**src/frontend_pkg.sv**
```systemverilog
/*
 * Instruction fetch front end definitions.
 * Address and instruction types, major opcodes and the fetch FIFO entry.
 */
package frontend_pkg;

    // one fetch is always a single 32-bit word
    typedef logic [31:0] addr_t;
    typedef logic [31:0] instr_t;

    // step between two sequential fetches, in bytes
    localparam int unsigned INSTR_BYTES = 4;

    // ------------------------------------------------------------------
    // RV32I major opcodes
    // ------------------------------------------------------------------
    // conditional branches (beq, bne, blt, bge, bltu, bgeu)
    localparam logic [6:0] OPCODE_BRANCH = 7'b1100011;
    // unconditional jump and link
    localparam logic [6:0] OPCODE_JAL    = 7'b1101111;

    // ------------------------------------------------------------------
    // entry handed to the back end through the fetch FIFO
    // ------------------------------------------------------------------
    typedef struct packed {
        // address the instruction was fetched from
        addr_t  address;
        // raw instruction word
        instr_t instr;
        // static prediction result
        logic   predict_taken;
        // next pc as predicted by the front end
        addr_t  predict_target;
    } fetch_entry_t;

endpackage

```
**src/instr_scan.sv**
```systemverilog
/*
 * Instruction scan.
 * Flags conditional branches and JAL and rebuilds their immediate.
 */
`timescale 1ns/1ps

module instr_scan import frontend_pkg::*; (
    input  instr_t instr_i,
    output logic   is_branch_o,
    output logic   is_jal_o,
    output addr_t  imm_o
);

    // immediates before sign extension, bit 0 is always zero
    logic [12:0] b_imm;
    logic [20:0] j_imm;

    // major opcode match
    assign is_branch_o = (instr_i[6:0] == OPCODE_BRANCH);
    assign is_jal_o    = (instr_i[6:0] == OPCODE_JAL);

    // ------------------------------------------------------------------
    // immediate reassembly
    // ------------------------------------------------------------------
    // B-type: imm[12|10:5] in 31:25, imm[4:1|11] in 11:7
    assign b_imm = {instr_i[31], instr_i[7], instr_i[30:25], instr_i[11:8], 1'b0};

    // J-type: imm[20|10:1|11|19:12] in 31:12
    assign j_imm = {instr_i[31], instr_i[19:12], instr_i[20], instr_i[30:21], 1'b0};

    // sign extend to address width, anything else reports zero
    always_comb begin
        if (is_jal_o) begin
            imm_o = addr_t'($signed(j_imm));
        end else if (is_branch_o) begin
            imm_o = addr_t'($signed(b_imm));
        end else begin
            imm_o = '0;
        end
    end

endmodule

```
**src/pc_gen.sv**
```systemverilog
/*
 * PC generation.
 * Holds the next pc and selects the fetch address by fixed priority.
 */
`timescale 1ns/1ps

module pc_gen import frontend_pkg::*; (
    input  logic  clk_i,
    input  logic  rst_ni,
    input  addr_t boot_addr_i,
    input  logic  if_ready_i,
    input  logic  bp_valid_i,
    input  addr_t bp_target_i,
    input  logic  mispredict_i,
    input  addr_t mispredict_target_i,
    input  logic  eret_i,
    input  addr_t epc_i,
    input  logic  ex_valid_i,
    input  addr_t trap_vector_base_i,
    input  logic  set_pc_commit_i,
    input  addr_t pc_commit_i,
    output addr_t fetch_addr_o
);

    addr_t npc_d, npc_q;
    // set for the first cycle out of reset, boot address is taken then
    logic  npc_rst_load_q;

    // ------------------------------------------------------------------
    // fetch address
    // ------------------------------------------------------------------
    always_comb begin
        if (bp_valid_i) begin
            fetch_addr_o = bp_target_i;
        end else if (npc_rst_load_q) begin
            fetch_addr_o = boot_addr_i;
        end else begin
            fetch_addr_o = npc_q;
        end
    end

    // ------------------------------------------------------------------
    // next pc, later assignments win
    // ------------------------------------------------------------------
    always_comb begin
        // hold whatever is being fetched now, keeps a taken prediction alive
        npc_d = fetch_addr_o;
        // sequential step once the cache took the request
        if (if_ready_i) begin
            npc_d = fetch_addr_o + addr_t'(INSTR_BYTES);
        end
        // branch resolved the other way in the back end
        if (mispredict_i) begin
            npc_d = mispredict_target_i;
        end
        // return from exception
        if (eret_i) begin
            npc_d = epc_i;
        end
        // exception or interrupt entry
        if (ex_valid_i) begin
            npc_d = trap_vector_base_i;
        end
        // pipeline restart behind the committing instruction
        if (set_pc_commit_i) begin
            npc_d = pc_commit_i + addr_t'(INSTR_BYTES);
        end
    end

    always_ff @(posedge clk_i or negedge rst_ni) begin
        if (!rst_ni) begin
            npc_q          <= '0;
            npc_rst_load_q <= 1'b1;
        end else begin
            npc_q          <= npc_d;
            npc_rst_load_q <= 1'b0;
        end
    end

    // no compressed support, every fetch lands on a word boundary
    a_fetch_aligned : assert property (
        @(posedge clk_i) disable iff (!rst_ni) fetch_addr_o[1:0] == 2'b00);

endmodule

```
**src/fetch_credit.sv**
```systemverilog
/*
 * Fetch flow control.
 * One credit per free FIFO slot, drives the cache request and kills.
 */
`timescale 1ns/1ps

module fetch_credit #(
    parameter int unsigned FIFO_DEPTH = 4
) (
    input  logic clk_i,
    input  logic rst_ni,
    input  logic flush_i,
    input  logic mispredict_i,
    input  logic bp_valid_i,
    input  logic icache_ready_i,
    input  logic icache_valid_i,
    input  logic pop_i,
    output logic icache_req_o,
    output logic icache_kill_s1_o,
    output logic icache_kill_s2_o,
    output logic if_ready_o
);

    localparam int unsigned CNT_W = $clog2(FIFO_DEPTH) + 1;

    logic [CNT_W-1:0] credits_d, credits_q;
    logic             in_flight_d, in_flight_q;
    // accepted and not cancelled in stage 1
    logic             issue_req;
    // a request in flight is cancelled, its slot comes back
    logic             s2_eff_kill;

    // a redirect cancels the request presented now
    assign icache_kill_s1_o = mispredict_i | flush_i;
    // a taken prediction also drops the sequential request behind it
    assign icache_kill_s2_o = icache_kill_s1_o | bp_valid_i;

    // ------------------------------------------------------------------
    // request handshake
    // ------------------------------------------------------------------
    assign icache_req_o = (credits_q != '0);
    assign if_ready_o   = icache_ready_i & icache_req_o;
    assign issue_req    = if_ready_o & ~icache_kill_s1_o;
    assign s2_eff_kill  = in_flight_q & icache_kill_s2_o;

    // ------------------------------------------------------------------
    // credit counter and in-flight flag
    // ------------------------------------------------------------------
    assign credits_d = flush_i ? CNT_W'(FIFO_DEPTH) :
                       credits_q + CNT_W'(pop_i) + CNT_W'(s2_eff_kill) - CNT_W'(issue_req);

    // new request wins over the response or kill of the old one
    assign in_flight_d = flush_i                             ? 1'b0 :
                         issue_req                           ? 1'b1 :
                         (icache_valid_i | icache_kill_s2_o) ? 1'b0 :
                                                               in_flight_q;

    always_ff @(posedge clk_i or negedge rst_ni) begin
        if (!rst_ni) begin
            credits_q   <= CNT_W'(FIFO_DEPTH);
            in_flight_q <= 1'b0;
        end else begin
            credits_q   <= credits_d;
            in_flight_q <= in_flight_d;
        end
    end

    a_credit_max : assert property (
        @(posedge clk_i) disable iff (!rst_ni) credits_q <= CNT_W'(FIFO_DEPTH));

endmodule

```
**src/fetch_predict.sv**
```systemverilog
/*
 * Fetch response stage.
 * Registers the cache response, predicts statically and builds the entry.
 */
`timescale 1ns/1ps

module fetch_predict import frontend_pkg::*; (
    input  logic         clk_i,
    input  logic         rst_ni,
    input  logic         icache_valid_i,
    input  instr_t       icache_data_i,
    input  addr_t        icache_rvaddr_i,
    input  logic         kill_s2_i,
    output logic         push_o,
    output fetch_entry_t entry_o,
    output logic         bp_valid_o,
    output addr_t        bp_target_o
);

    logic   valid_q;
    instr_t data_q;
    addr_t  vaddr_q;
    // scan results of the registered word
    logic   is_branch, is_jal;
    addr_t  imm;
    logic   taken;

    // ------------------------------------------------------------------
    // response register
    // ------------------------------------------------------------------
    // a response arriving together with a kill is dropped
    always_ff @(posedge clk_i or negedge rst_ni) begin
        if (!rst_ni) begin
            valid_q <= 1'b0;
        end else begin
            valid_q <= icache_valid_i & ~kill_s2_i;
        end
    end

    always_ff @(posedge clk_i) begin
        data_q  <= icache_data_i;
        vaddr_q <= icache_rvaddr_i;
    end

    instr_scan i_instr_scan (
        .instr_i     (data_q),
        .is_branch_o (is_branch),
        .is_jal_o    (is_jal),
        .imm_o       (imm)
    );

    // ------------------------------------------------------------------
    // static prediction
    // ------------------------------------------------------------------
    // backward branches are loops, jal always jumps
    assign taken       = is_jal | (is_branch & imm[$bits(addr_t)-1]);
    assign bp_valid_o  = valid_q & taken;
    // not taken falls through to the next word
    assign bp_target_o = taken ? (vaddr_q + imm) : (vaddr_q + addr_t'(INSTR_BYTES));

    assign push_o                 = valid_q;
    assign entry_o.address        = vaddr_q;
    assign entry_o.instr          = data_q;
    assign entry_o.predict_taken  = taken;
    assign entry_o.predict_target = bp_target_o;

endmodule

```
**src/fetch_fifo.sv**
```systemverilog
/*
 * Fetch FIFO.
 * Circular buffer of any payload type, emptied by flush in one edge.
 */
`timescale 1ns/1ps

module fetch_fifo #(
    parameter int unsigned DEPTH = 4,
    parameter type         dtype = logic
) (
    input  logic clk_i,
    input  logic rst_ni,
    input  logic flush_i,
    input  logic push_i,
    input  dtype data_i,
    input  logic pop_i,
    output dtype data_o,
    output logic empty_o
);

    localparam int unsigned PTR_W = $clog2(DEPTH);
    localparam int unsigned CNT_W = $clog2(DEPTH + 1);

    // payload storage
    dtype             mem_q [DEPTH];
    logic [PTR_W-1:0] rd_ptr_q, wr_ptr_q;
    logic [CNT_W-1:0] count_q;
    logic             full;

    assign empty_o = (count_q == '0);
    assign full    = (count_q == CNT_W'(DEPTH));
    // head entry, only meaningful while not empty
    assign data_o  = mem_q[rd_ptr_q];

    // ------------------------------------------------------------------
    // pointers and fill count
    // ------------------------------------------------------------------
    always_ff @(posedge clk_i or negedge rst_ni) begin
        if (!rst_ni) begin
            rd_ptr_q <= '0;
            wr_ptr_q <= '0;
            count_q  <= '0;
        end else if (flush_i) begin
            rd_ptr_q <= '0;
            wr_ptr_q <= '0;
            count_q  <= '0;
        end else begin
            // wrap explicitly so depths that are no power of two work
            if (push_i) begin
                wr_ptr_q <= (wr_ptr_q == PTR_W'(DEPTH - 1)) ? '0 : wr_ptr_q + 1'b1;
            end
            if (pop_i) begin
                rd_ptr_q <= (rd_ptr_q == PTR_W'(DEPTH - 1)) ? '0 : rd_ptr_q + 1'b1;
            end
            count_q <= count_q + CNT_W'(push_i) - CNT_W'(pop_i);
        end
    end

    always_ff @(posedge clk_i) begin
        if (push_i && !flush_i) begin
            mem_q[wr_ptr_q] <= data_i;
        end
    end

    // upstream flow control keeps both of these from happening
    a_no_overflow : assert property (
        @(posedge clk_i) disable iff (!rst_ni || flush_i) push_i |-> !full);
    a_no_underflow : assert property (
        @(posedge clk_i) disable iff (!rst_ni || flush_i) pop_i |-> !empty_o);

endmodule

```
**src/frontend.sv**
```systemverilog
/*
 * Instruction fetch front end.
 * Next pc selection, credit based cache requests, static prediction, fetch FIFO.
 */
`timescale 1ns/1ps

module frontend import frontend_pkg::*; #(
    parameter int unsigned FIFO_DEPTH = 4
) (
    input  logic         clk_i,
    input  logic         rst_ni,
    input  logic         flush_i,
    input  addr_t        boot_addr_i,
    // redirects from the back end
    input  logic         mispredict_i,
    input  addr_t        mispredict_target_i,
    input  logic         eret_i,
    input  addr_t        epc_i,
    input  logic         ex_valid_i,
    input  addr_t        trap_vector_base_i,
    input  logic         set_pc_commit_i,
    input  addr_t        pc_commit_i,
    // instruction cache
    output logic         icache_req_o,
    output addr_t        icache_vaddr_o,
    output logic         icache_kill_s1_o,
    output logic         icache_kill_s2_o,
    input  logic         icache_ready_i,
    input  logic         icache_valid_i,
    input  instr_t       icache_data_i,
    input  addr_t        icache_rvaddr_i,
    // towards decode
    output fetch_entry_t fetch_entry_o,
    output logic         fetch_valid_o,
    input  logic         fetch_ack_i
);

    logic         if_ready;
    logic         bp_valid;
    addr_t        bp_target;
    logic         fifo_push;
    logic         fifo_pop;
    logic         fifo_empty;
    fetch_entry_t fifo_entry;

    // ------------------------------------------------------------------
    // handshake towards decode
    // ------------------------------------------------------------------
    assign fetch_valid_o = ~fifo_empty;
    assign fifo_pop      = fetch_ack_i & fetch_valid_o;

    pc_gen i_pc_gen (
        .clk_i               (clk_i),
        .rst_ni              (rst_ni),
        .boot_addr_i         (boot_addr_i),
        .if_ready_i          (if_ready),
        .bp_valid_i          (bp_valid),
        .bp_target_i         (bp_target),
        .mispredict_i        (mispredict_i),
        .mispredict_target_i (mispredict_target_i),
        .eret_i              (eret_i),
        .epc_i               (epc_i),
        .ex_valid_i          (ex_valid_i),
        .trap_vector_base_i  (trap_vector_base_i),
        .set_pc_commit_i     (set_pc_commit_i),
        .pc_commit_i         (pc_commit_i),
        .fetch_addr_o        (icache_vaddr_o)
    );

    fetch_credit #(
        .FIFO_DEPTH (FIFO_DEPTH)
    ) i_fetch_credit (
        .clk_i            (clk_i),
        .rst_ni           (rst_ni),
        .flush_i          (flush_i),
        .mispredict_i     (mispredict_i),
        .bp_valid_i       (bp_valid),
        .icache_ready_i   (icache_ready_i),
        .icache_valid_i   (icache_valid_i),
        .pop_i            (fifo_pop),
        .icache_req_o     (icache_req_o),
        .icache_kill_s1_o (icache_kill_s1_o),
        .icache_kill_s2_o (icache_kill_s2_o),
        .if_ready_o       (if_ready)
    );

    fetch_predict i_fetch_predict (
        .clk_i           (clk_i),
        .rst_ni          (rst_ni),
        .icache_valid_i  (icache_valid_i),
        .icache_data_i   (icache_data_i),
        .icache_rvaddr_i (icache_rvaddr_i),
        .kill_s2_i       (icache_kill_s2_o),
        .push_o          (fifo_push),
        .entry_o         (fifo_entry),
        .bp_valid_o      (bp_valid),
        .bp_target_o     (bp_target)
    );

    // credits guarantee a free slot for every push
    fetch_fifo #(
        .DEPTH (FIFO_DEPTH),
        .dtype (fetch_entry_t)
    ) i_fetch_fifo (
        .clk_i   (clk_i),
        .rst_ni  (rst_ni),
        .flush_i (flush_i),
        .push_i  (fifo_push),
        .data_i  (fifo_entry),
        .pop_i   (fifo_pop),
        .data_o  (fetch_entry_o),
        .empty_o (fifo_empty)
    );

endmodule

```
**config.mk**
```make
export PLATFORM = sky130hd
export DESIGN_NAME = frontend
export DESIGN_NICKNAME = d
export VERILOG_FILES = /design/src/frontend_pkg.sv /design/src/instr_scan.sv /design/src/pc_gen.sv /design/src/fetch_credit.sv /design/src/fetch_predict.sv /design/src/fetch_fifo.sv /design/src/frontend.sv
export SDC_FILE = /design/constraint.sdc
export NUM_CORES = 1
export LEC_CHECK = 0
export ABC_AREA = 1
export CORE_AREA = 2 2 206 208
export CTS_BUF_LIST = sky130_fd_sc_hd__clkbuf_4 sky130_fd_sc_hd__clkbuf_8
export DETAILED_ROUTE_END_ITERATION = 8
export DIE_AREA = 0 0 208 210
export DONT_BUFFER_PORTS = 1
export MAX_ROUTING_LAYER = met4
export PLACE_DENSITY_LB_ADDON = 0.05
export SLEW_MARGIN = 20
export SYNTH_ARGS = -nofsm -noshare
export SYNTH_HDL_FRONTEND = slang
export SYNTH_SLANG_ARGS = --single-unit
```
**constraint.sdc**
```tcl
create_clock -name clk_i -period 5.25 [get_ports clk_i]
set_input_delay 0 -clock clk_i [delete_from_list [all_inputs] [get_ports clk_i]]
set_output_delay 0 -clock clk_i [all_outputs]
set_load 0.01 [all_outputs]
```
Word level (Yosys, flattened, before mapping)
Memory sizes are Yosys's and may differ from the RTL's.
Index checks and enable logic that the tools add are counted.
{ "word_totals": {"out_inout_bits": 133, "memories": 1, "word_cells": 70, "inputBits": 234, "reg_bits": 109, "mem_bits_rw": 388} }
{ "memory_table": {"columns": ["memory", "depth", "word_bits", "read_ports", "rd_ports_with_merged_regs", "write_ports", "line", "rtl"], "rows": [
  ["i_fetch_fifo.mem_q", 4, 97, 1, 0, 1, "fetch_fifo.sv:25", "dtype mem_q [DEPTH];"]
]} }
{ "classes": {"add_sub_neg": 11, "muxes": 23, "bitwise_logic": 14, "reduce_logical": 7, "eq_ne": 4} }
{ "ops": {"columns": ["operator", "count"], "rows": [
  ["2-to-1 mux 32 bit", 10],
  ["adder 32 x 3 -> 32 bit, second input constant", 3],
  ["adder 32 bit", 1],
  ["equality test 7 bit, second input constant", 2],
  ["2-to-1 mux 2 bit", 6],
  ["adder 3 x 1 -> 3 bit", 3],
  ["AND 1 bit", 7],
  ["2-to-1 mux 3 bit", 2],
  ["nonzero test 3 bit", 2],
  ["subtractor 3 x 1 -> 3 bit", 2],
  ["2-to-1 mux 1 bit", 5],
  ["adder 2 x 1 -> 2 bit, second input constant", 2],
  ["equality test 2 bit, second input constant", 2],
  ["OR 1 bit", 4],
  ["nonzero test 2 bit", 2],
  ["zero test 3 bit", 1],
  ["NOT 1 bit", 3],
  ["logical AND 1 bit", 1],
  ["zero test 1 bit", 1]
]} }

Logic depth before layout (Yosys ltp)
Gate-level depths: netlist (run 1).
{ "logic_depth": {"ltp_word": 13, "ltp_mapped": 35, "mapped_depth_nobuf": 33} }

Hierarchy
From an unflattened synthesis (run 1), not the netlist that was laid out.
{ "hier_totals": {"hier_cells": 3016, "area_unflattened_um2": 26563.0} }
{ "by_module_without_submodules": {"columns": ["mod", "seq_area_each_um2", "area_each_um2", "n_inst", "cells_each"], "rows": [
  ["fetch_fifo", 11826.3, 15810.2, 1, 1185],
  ["fetch_predict", 1306.3, 5008.6, 1, 825],
  ["pc_gen", 827.0, 4998.5, 1, 886],
  ["instr_scan", 0.0, 446.7, 1, 82],
  ["fetch_credit", 101.3, 285.3, 1, 35],
  ["frontend", 0.0, 13.8, 1, 3]
]} }

Worst setup path before layout (run 1)
Ideal clock, no wire load.
{ "synth_timing": {"kind": "flip-flop to flip-flop", "start": "register i_fetch_predict.valid_q, in the netlist i_fetch_predict.push_o", "end": "memory i_fetch_fifo.mem_q[0][10] (netlist name), enable pin", "period_less_slack_ns": 5.444, "path_stages_with_launch": 4, "n_path_buf": 1, "setup_time_ns": 0.552, "slack_ns": -0.194, "arrival_time_ns": 4.892, "t_required_ns": 4.698, "path_cell_list": "dfrtp_1 -> clkbuf_1 -> nand2_1 -> nor2_1"} }
{ "synth_via": {"elab_chain_cells": 3} }
{ "synth_lines": {"columns": ["element", "line", "rtl"], "rows": [
  ["start: declaration", "fetch_predict.sv:20", "logic valid_q;"],
  ["start signal: assignment", "fetch_predict.sv:36", "valid_q <= icache_valid_i & ~kill_s2_i;"],
  ["logical AND 1 bit", "fetch_fifo.sv:60", "if (push_i && !flush_i) begin"],
  ["2-to-1 mux 1 bit", "fetch_fifo.sv:60", null],
  ["2-to-1 mux 1 bit (not written as such)", "fetch_fifo.sv:61", "mem_q[wr_ptr_q] <= data_i;"],
  ["end: declaration", "fetch_fifo.sv:25", null]
]} }
Every way passes these cells.

Final worst setup path (run 1)
{ "layout_timing": {"start": "register i_fetch_predict.data_q[6]", "end": "register i_pc_gen.npc_q[21]"} }
{ "layout_via": {"elab_chain_cells": 13, "word_cells_on_any_way": 16, "cone_classes": "add/sub (2); eq/ne (2); mux (9); bitwise (3)"} }
{ "layout_lines": {"columns": ["element", "line", "rtl"], "rows": [
  ["start: declaration", "fetch_predict.sv:21", "instr_t data_q;"],
  ["start signal: assignment", "fetch_predict.sv:41", "data_q <= icache_data_i;"],
  ["branches (longest 6 deep; another with adder 32 bit)", null, null],
  ["2-to-1 mux 32 bit *", "pc_gen.sv:33", "if (bp_valid_i) begin"],
  ["named net icache_vaddr_o[5]", "frontend.sv:25", "output addr_t icache_vaddr_o,"],
  ["adder 32 x 3 -> 32 bit *", "pc_gen.sv:50", "npc_d = fetch_addr_o + addr_t'(INSTR_BYTES);"],
  ["2-to-1 mux 32 bit *", "pc_gen.sv:49", "if (if_ready_i) begin"],
  ["2-to-1 mux 32 bit *", "pc_gen.sv:53", "if (mispredict_i) begin"],
  ["2-to-1 mux 32 bit *", "pc_gen.sv:57", "if (eret_i) begin"],
  ["2-to-1 mux 32 bit *", "pc_gen.sv:61", "if (ex_valid_i) begin"],
  ["2-to-1 mux 32 bit *", "pc_gen.sv:65", "if (set_pc_commit_i) begin"],
  ["named net i_pc_gen.npc_d[21]", "pc_gen.sv:25", "addr_t npc_d, npc_q;"],
  ["end signal: assignment", "pc_gen.sv:75", "npc_q <= npc_d;"],
  ["end: declaration", "pc_gen.sv:25", null]
]} }
Mark *: on every way through the listed nets, which the timed path passes.
A chain may end at the register's enable or synchronous reset.

==> results of run 1 <==
-- cell families after synthesis --
family	after synthesis
xor+xnor	42
fa+ha+maj	44
other cells	1
simple gates	1306
flops	493
buf+inv	348
compound gates	475
-- cell type report --
class | instances | area [um2] | share of cell area
clock buffers | 115 | 1420 | 0.0480
diodes | 5 | 12.5 | 0.000423
well taps | 539 | 674 | 0.0228
multi-input cells | 1868 | 9280 | 0.314
clock inverters | 30 | 193 | 0.00652
inverters | 236 | 895 | 0.0303
flip-flops and latches | 493 | 13900 | 0.472
repair buffers | 314 | 3130 | 0.106
-- cell usage in the layout, fill, tap and decap left out, types with 6 or more instances in the layout --
master	instances
xnor2_1	14
clkinv_2	11
buf_4	31
dfxtp_1	63
o21ai_0	261
dfrtp_1	41
nor3_1	14
ha_1	39
nor2_4	18
nand4_1	27
nor2_1	392
nand2_4	9
edfxtp_1	384
dlygate4sd3_1	278
clkbuf_8	89
o22ai_1	104
clkbuf_4	26
nand3_2	13
nor3_2	6
clkinv_1	15
inv_1	217
xor2_1	28
nor2_2	15
inv_2	15
o211ai_1	9
nand2_1	628
nand3b_1	10
nand2_2	28
a21oi_1	77
nand3_1	124
-- power groups by stage --
| stage | Combinational, W | Clock [W] | Sequential (W) |
|---|---|---|---|
| floorplan | 0.00126 | 0 | 0.00444 |
| global placement | 0.00163 | 0 | 0.00452 |
| detailed placement | 0.00167 | 0 | 0.00453 |
| CTS | 0.00188 | 0.00337 | 0.00445 |
| global route | 0.00209 | 0.00357 | 0.00446 |
| finish | 0.00194 | 0.00336 | 0.00445 |
-- flip-flops by register name, summed over array words and instances (netlist names) --
| signal | flops |
|---|---|
| i_fetch_fifo.mem_q | 384 |
| i_fetch_predict.data_q | 32 |
| i_fetch_predict.vaddr_q | 32 |
| i_pc_gen.npc_q | 32 |
| i_fetch_credit.credits_q | 3 |
| i_fetch_fifo.count_q | 3 |
| i_fetch_fifo.rd_ptr_q | 2 |
| i_fetch_fifo.wr_ptr_q | 2 |
| i_fetch_credit.in_flight_q | 1 |
| i_fetch_predict.push_o | 1 |
| i_pc_gen.npc_rst_load_q | 1 |
-- cells in the mapped netlist, types with 6 or more instances --
| cell type | count | area share |
|---|---|---|
| xor2_1 | 28 | 0.010 |
| o211ai_1 | 9 | 0.0028 |
| nand2_1 | 633 | 0.097 |
| inv_2 | 12 | 0.0018 |
| buf_6 | 6 | 0.0028 |
| xnor2_1 | 14 | 0.0050 |
| nor2_2 | 13 | 0.0033 |
| a21oi_1 | 79 | 0.016 |
| nand2_4 | 6 | 0.0028 |
| dfrtp_1 | 43 | 0.044 |
| nand4_1 | 27 | 0.0069 |
| nor3_1 | 15 | 0.0031 |
| clkbuf_1 | 89 | 0.014 |
| edfxtp_1 | 384 | 0.47 |
| nand3_2 | 13 | 0.0053 |
| o21ai_0 | 261 | 0.053 |
| nor2_1 | 399 | 0.061 |
| dfxtp_1 | 64 | 0.052 |
| o22ai_1 | 104 | 0.027 |
| nor2_4 | 13 | 0.0060 |
| inv_1 | 222 | 0.034 |
| nand2_2 | 26 | 0.0066 |
| ha_1 | 40 | 0.020 |
| nand3_1 | 124 | 0.025 |
| nand3b_1 | 10 | 0.0031 |
| buf_2 | 7 | 0.0014 |
-- metal layers --
| metal | vias to the layer above | global-route usage | part of all wire |
|---|---|---|---|
| li1 | 9739 | - | - |
| met4 | 0 | 0.147 | 0.040 |
| met1 | 10000 | 0.466 | 0.39 |
| met2 | 1159 | 0.634 | 0.49 |
| met3 | 218 | 0.0703 | 0.083 |
| met5 | - | - | 0 |
-- per-stage QoR --
step / total power (W) / setup TNS, ns / setup slack [ns] / hold slack, ns / instances
floorplan: 0.00571 / -74.32 / -0.194 / -0.296 / 2709
global placement: 0.00616 / 0 / 0.598 / -0.295 / 3165
detailed placement: 0.00620 / 0 / 0.477 / -0.295 / 3165
CTS: 0.00971 / 0 / 0.0221 / 0.0115 / 3591
global route: 0.0101 / -0.00764 / -0.00764 / 0.107 / 3598
finish: 0.00975 / 0 / 0.279 / 0.0730 / 3600
-- worst reg2reg max path: cells and delay by family (launching register included) --
kind	cells	cell delay, ns
AO/OA/AOI/OAI	2	0.26
adder cells (fa/ha/maj)	2	0.64
buffers and inverters	5	0.98
flip-flops	1	0.37
AND/OR/NAND/NOR	21	2.62
-- worst min-delay path by stage --
stage / slack (ns) / from / to
after floorplan: -0.30 / rst_ni / i_fetch_credit.credits_q[0]
after global placement: -0.29 / rst_ni / i_fetch_fifo.count_q[1]
after detailed placement: -0.29 / rst_ni / i_fetch_fifo.count_q[1]
after CTS: 0.01 / ex_valid_i / i_pc_gen.npc_q[5]
after global routing: 0.11 / icache_valid_i / i_fetch_credit.in_flight_q
final: 0.07 / trap_vector_base_i[6] / i_pc_gen.npc_q[6]
-- repair_timing --
action / 4_1_cts / 5_1_grt
hold buffers: 281 / 0
endpoints found under the hold margin: 153 / 0
setup endpoints to repair: 0 / 25
gates resized for setup: 0 / 23
setup buffers: 0 / 4
==> impl_metrics.csv, run 1 <==
group,metric,value,unit
outcome,status,"completed",
yosys,synth_fa_ha_area_frac,0.0237,
yosys,synth_seq_cells,493,
worst_setup_path,r2r-start,"i_fetch_predict.data_q[6]",
finish,drive_gt1_frac,0.0972,
yosys,synth_seq_area_share,0.569,
global_route,antenna_found_initial,3,
yosys,synth_area,24500,um2
global_route,grt_usage,0.381,
global_route,grt_max_degree,149,
yosys,synth-compound-area-share,0.106,
clock_tree,cts.sinks,493,
routing,drt_iter0_drc,2097,
worst_setup_path,cpMaxStageDelayCell,"dlygate4sd3_1",
worst_setup_path,reg2reg_slack,0.28,ns
floorplanning,die_h,210,um
clock_tree,clk_pin_slew,0.06,ns
place,gp_congestion,1.03,
sta,clock.fmax,201,MHz
worst_setup_path,critical_path_required,5.80,ns
worst_setup_path,critical_path.most_common_cell,"nand2_1",
floorplanning,start_util,0.591,
yosys,synth.distinct_cells,51,
worst_setup_path,crit_fanout,11,
worst_setup_path,r2r-end,"i_pc_gen.npc_q[21]",
place,dp_hpwl,55.1,mm
sta,fin_skew,0.0319,ns
power_and_ir_drop,internal_power,0.00673,W
floorplanning,core_area,41500,um2
power_and_ir_drop,power.share.clock,0.345,
worst_setup_path,startpoint_type,"flip-flop",
worst_setup_path,endpoint,"i_pc_gen.npc_q[21]",
worst_setup_path,startpoint,"i_fetch_predict.data_q[6]",
clock_tree,htreeDepth,3,
global_route,grt-ovfl-total,0,
worst_setup_path,cp_slowest_stage_delay,0.56,ns
clock_tree,clockBufferDepth,3,
worst_setup_path,crit_buf_inv,5,
sta,max_slew.worst_pin.slew,1.09,ns
power_and_ir_drop,leakage,11.9,nW
sta,post-route-min-period,4.97,ns
floorplanning,rows,75,
routing,drc,0,
yosys,synth_xor_area_frac,0.0150,
yosys,syn_inst,2709,
sta,relSlewSlack,0.275,
min_path,holdCritPathClass,"in -> reg",
sta,setup_viol,0,
routing,via_per_inst,5.88,
yosys,ys_warn_count,0,
yosys,yosys.area_share.simple,0.230,
power_and_ir_drop,p_sw,0.00302,W
floorplanning,io_pins,367,
yosys,syn_area_per_cell,9.05,um2
sta,slew_viol_final,0,
routing,drt_pass1_iterations,6,
floorplanning,die-area,43700,um2
power_and_ir_drop,ir_drop,0.000292,V
global_route,grt_pass1_vias,20700,
worst_setup_path,end_kind,"flip-flop",
global_route,grt_first_pass_wirelength,123,mm
worst_setup_path,rr_worst_depth,30,
power_and_ir_drop,powerDensity,330,nW/um2
finish,fillers,3057,
power_and_ir_drop,seqPwrFrac,0.457,
finish,fin_util,0.713,
finish,fin_area,29600,um2
power_and_ir_drop,p_sw_frac,0.310,
place,portBuffers,0,
worst_setup_path,critical_path_depth,30,
worst_setup_path,cp.arrival,5.52,ns
place,postPlaceCellArea,25000,um2
routing,wl_per_cell,22.7,um
flow_run,cap_viol_max_count,0,
yosys,yosys_most_used_dff,"edfxtp_1",
worst_setup_path,criticalPathCategory,"reg -> reg",
sta,hold_viol_final,0,
yosys,synthArstFlopShare,0.0913,
yosys,synth_edf_count,384,
yosys,synth_top_family_by_area,"simple AND/OR/NAND/NOR gates",
clock_tree,numCtsBuffers,79,
clock_tree,insertion_delay,0.67,ns
yosys,synthMuxAreaShare,0,
routing,drt-total-wl,81.6,mm
yosys,syn_nets,2987,
floorplanning,dieWidth,208,um
clock_tree,cts_tree,"built",
worst_setup_path,cp_top_family,"simple AND/OR/NAND/NOR gates",
sta,period_share,0.947,
power_and_ir_drop,power_frac_comb,0.199,
routing,vias,21200,
finish,final_nets,3270,
clock_tree,clock_tree.root_cell,"clkbuf_8",
finish,syn_to_final_growth,20.6,%
routing,ant_nets,0,
min_path,holdPathStages,3,
No activity file was read; power rests on OpenSTA's default activity.
==> run 2, diff against run 1 <==
==> constraint.sdc (replaced) <==
create_clock -name clk_i -period 5.25 [get_ports clk_i]
set_input_delay 0 -clock clk_i [delete_from_list [all_inputs] [get_ports clk_i]]
set_output_delay 0 -clock clk_i [all_outputs]
set_load 0.05 [all_outputs]
==> impl_metrics.csv, run 2 (synthesized netlist as in run 1, its figures left out) <==
group,metric,value,unit
power_and_ir_drop,ir_drop,0.000338,V
worst_setup_path,rr_worst_depth,29,
sta,hold_viol_final,0,
worst_setup_path,crit_fanout,20,
floorplanning,die-area,43700,um2
worst_setup_path,critical_path.most_common_cell,"nand2_1",
finish,drive_gt1_frac,0.116,
finish,layout_commonest_cell,"nand2_1",
finish,final_cell_mix,"nand2_1, nor2_1, edfxtp_1, dlygate4sd3_1, o21ai_0",
floorplanning,die_h,210,um
floorplanning,dieWidth,208,um
clock_tree,htreeDepth,3,
worst_setup_path,cp.arrival,5.48,ns
global_route,grt_first_pass_wirelength,121,mm
power_and_ir_drop,p_sw,0.00404,W
min_path,min_to,"i_fetch_predict.push_o",
routing,drt-total-wl,80.8,mm
power_and_ir_drop,seqPwrFrac,0.405,
power_and_ir_drop,p_sw_frac,0.368,
power_and_ir_drop,powerDensity,367,nW/um2
global_route,grt-ovfl-total,0,
min_path,holdPathStages,3,
clock_tree,insertion_delay,0.66,ns
power_and_ir_drop,leakage,12.2,nW
clock_tree,numCtsBuffers,79,
finish,fin_util,0.723,
finish,largest_reg_flops,384,
global_route,grt_usage,0.374,
worst_setup_path,reg2reg_slack,0.30,ns
floorplanning,start_util,0.591,
floorplanning,core_area,41500,um2
sta,clock.fmax,202,MHz
power_and_ir_drop,power,0.0110,W
floorplanning,rows,75,
worst_setup_path,r2r-end,"i_pc_gen.npc_q[20]",
finish,syn_to_final_growth,22.3,%
sta,fin_skew,0.0291,ns
routing,wl_per_cell,22.2,um
routing,drt_iter0_drc,2185,
finish,final_nets,3309,
sta,post-route-min-period,4.95,ns
place,dp_hpwl,54.1,mm
clock_tree,clock_tree.root_cell,"clkbuf_8",
min_path,min_from,"icache_valid_i",
worst_setup_path,criticalPathCategory,"reg -> reg",
routing,ant_nets,0,
worst_setup_path,cpMaxStageDelayCell,"dlygate4sd3_1",
worst_setup_path,critical_path_required,5.78,ns
power_and_ir_drop,power_frac_comb,0.281,
sta,relSlewSlack,0.205,
routing,vias,21300,
worst_setup_path,end_kind,"flip-flop",
min_path,holdCritPathClass,"in -> reg",
finish,fin_area,30000,um2
place,portBuffers,0,
sta,setup_viol,0,
global_route,grt_max_degree,120,
floorplanning,io_pins,367,
global_route,antenna_found_initial,6,
worst_setup_path,startpoint_type,"flip-flop",
routing,via_per_inst,5.85,
clock_tree,cts.sinks,493,
sta,slew_viol_final,0,
power_and_ir_drop,internal_power,0.00696,W
outcome,status,"completed",
clock_tree,clk_pin_slew,0.06,ns
clock_tree,clockBufferDepth,3,
finish,regMostFlops,"i_fetch_fifo.mem_q",
place,postPlaceCellArea,25400,um2
routing,drc,0,
sta,period_share,0.944,
global_route,grt_pass1_vias,20800,
worst_setup_path,r2r-start,"i_fetch_predict.data_q[5]",
sta,max_slew.worst_pin.slew,1.21,ns
flow_run,cap_viol_max_count,0,
power_and_ir_drop,power.share.clock,0.314,
routing,drt_pass1_iterations,5,
place,gp_congestion,1.03,
clock_tree,cts_tree,"built",
worst_setup_path,cp_slowest_stage_delay,0.55,ns
[run 2: cell count changes in the layout (fill, tap and decap cells not counted), moves of 4 or more]
| cell | previous run | this run |
|---|---|---|
| clkbuf_8 | 89 | 93 |
| o22ai_2 | 0 | 13 |
| buf_4 | 31 | 75 |
| dlygate4sd3_1 | 278 | 268 |
| clkinv_1 | 15 | 4 |
| clkbuf_4 | 26 | 32 |
| nand2_2 | 28 | 24 |
| o22ai_1 | 104 | 91 |
[run 2: area by class of cell]
class / instances / area (um2)
Fill cell: 3016 / 11500
Inverter: 236 / 895
Timing Repair Buffer: 353 / 3440
Clock inverter: 19 / 144
Clock buffer: 125 / 1520
Tap cell: 539 / 674
Antenna cell: 6 / 15.0
Multi-Input combinational cell: 1868 / 9330
Sequential cell: 493 / 13900
[run 2: stage by stage]
stage	hold slack [ns]	setup WS [ns]	TNS (ns)	instances
global route	0.0507	-0.0377	-0.0508	3639
detailed placement	-0.295	0.651	0	3215
finish	0.0491	0.295	0	3639
CTS	0.000719	0.116	0	3631
floorplan	-0.296	-0.194	-74.32	2709
global placement	-0.295	0.830	0	3215
[run 2: worst max-delay path, delay by kind of cell (launching register included)]
kind	cells	cell delay, ns
and+or+nand+nor	23	2.96
buffers and inverters	3	0.70
DFF	1	0.39
adders and majority gates	1	0.34
AOI/OAI and AO/OA	1	0.27
xor gates and xnor gates	1	0.16
[run 2: power groups by stage]
stage,sequential [W],clock (W),combinational [W]
CTS,0.00445,0.00345,0.00305
finish,0.00445,0.00345,0.00309
global placement,0.00453,0,0.00279
detailed placement,0.00453,0,0.00284
floorplan,0.00444,0,0.00223
global route,0.00447,0.00365,0.00324
[run 2: what timing repair did]
action,CTS,global route
buffers inserted,0,2
gates resized for setup,0,13
setup endpoints to repair,0,25
hold endpoints to repair,153,0
hold buffers,272,0
[run 2: how the worst max path moves through the flow]
stage,startpoint,end,depth (start not counted)
global placement,i_fetch_predict.data_q[1],i_pc_gen.npc_q[29],29
floorplan,i_fetch_predict.push_o,i_fetch_fifo.mem_q[0][10],3
global route,i_fetch_predict.data_q[5],i_pc_gen.npc_q[20],31
detailed placement,i_fetch_predict.data_q[1],i_pc_gen.npc_q[29],29
finish,i_fetch_predict.data_q[5],i_pc_gen.npc_q[20],29
CTS,i_fetch_predict.data_q[1],i_pc_gen.npc_q[29],30
[run 2: routing by layer]
metal,vias to the layer above,part of all wire,global-route usage
met5,-,0,-
met4,0,0.038,0.139
met3,206,0.090,0.0760
met2,1143,0.49,0.620
met1,10100,0.38,0.457
li1,9823,-,-
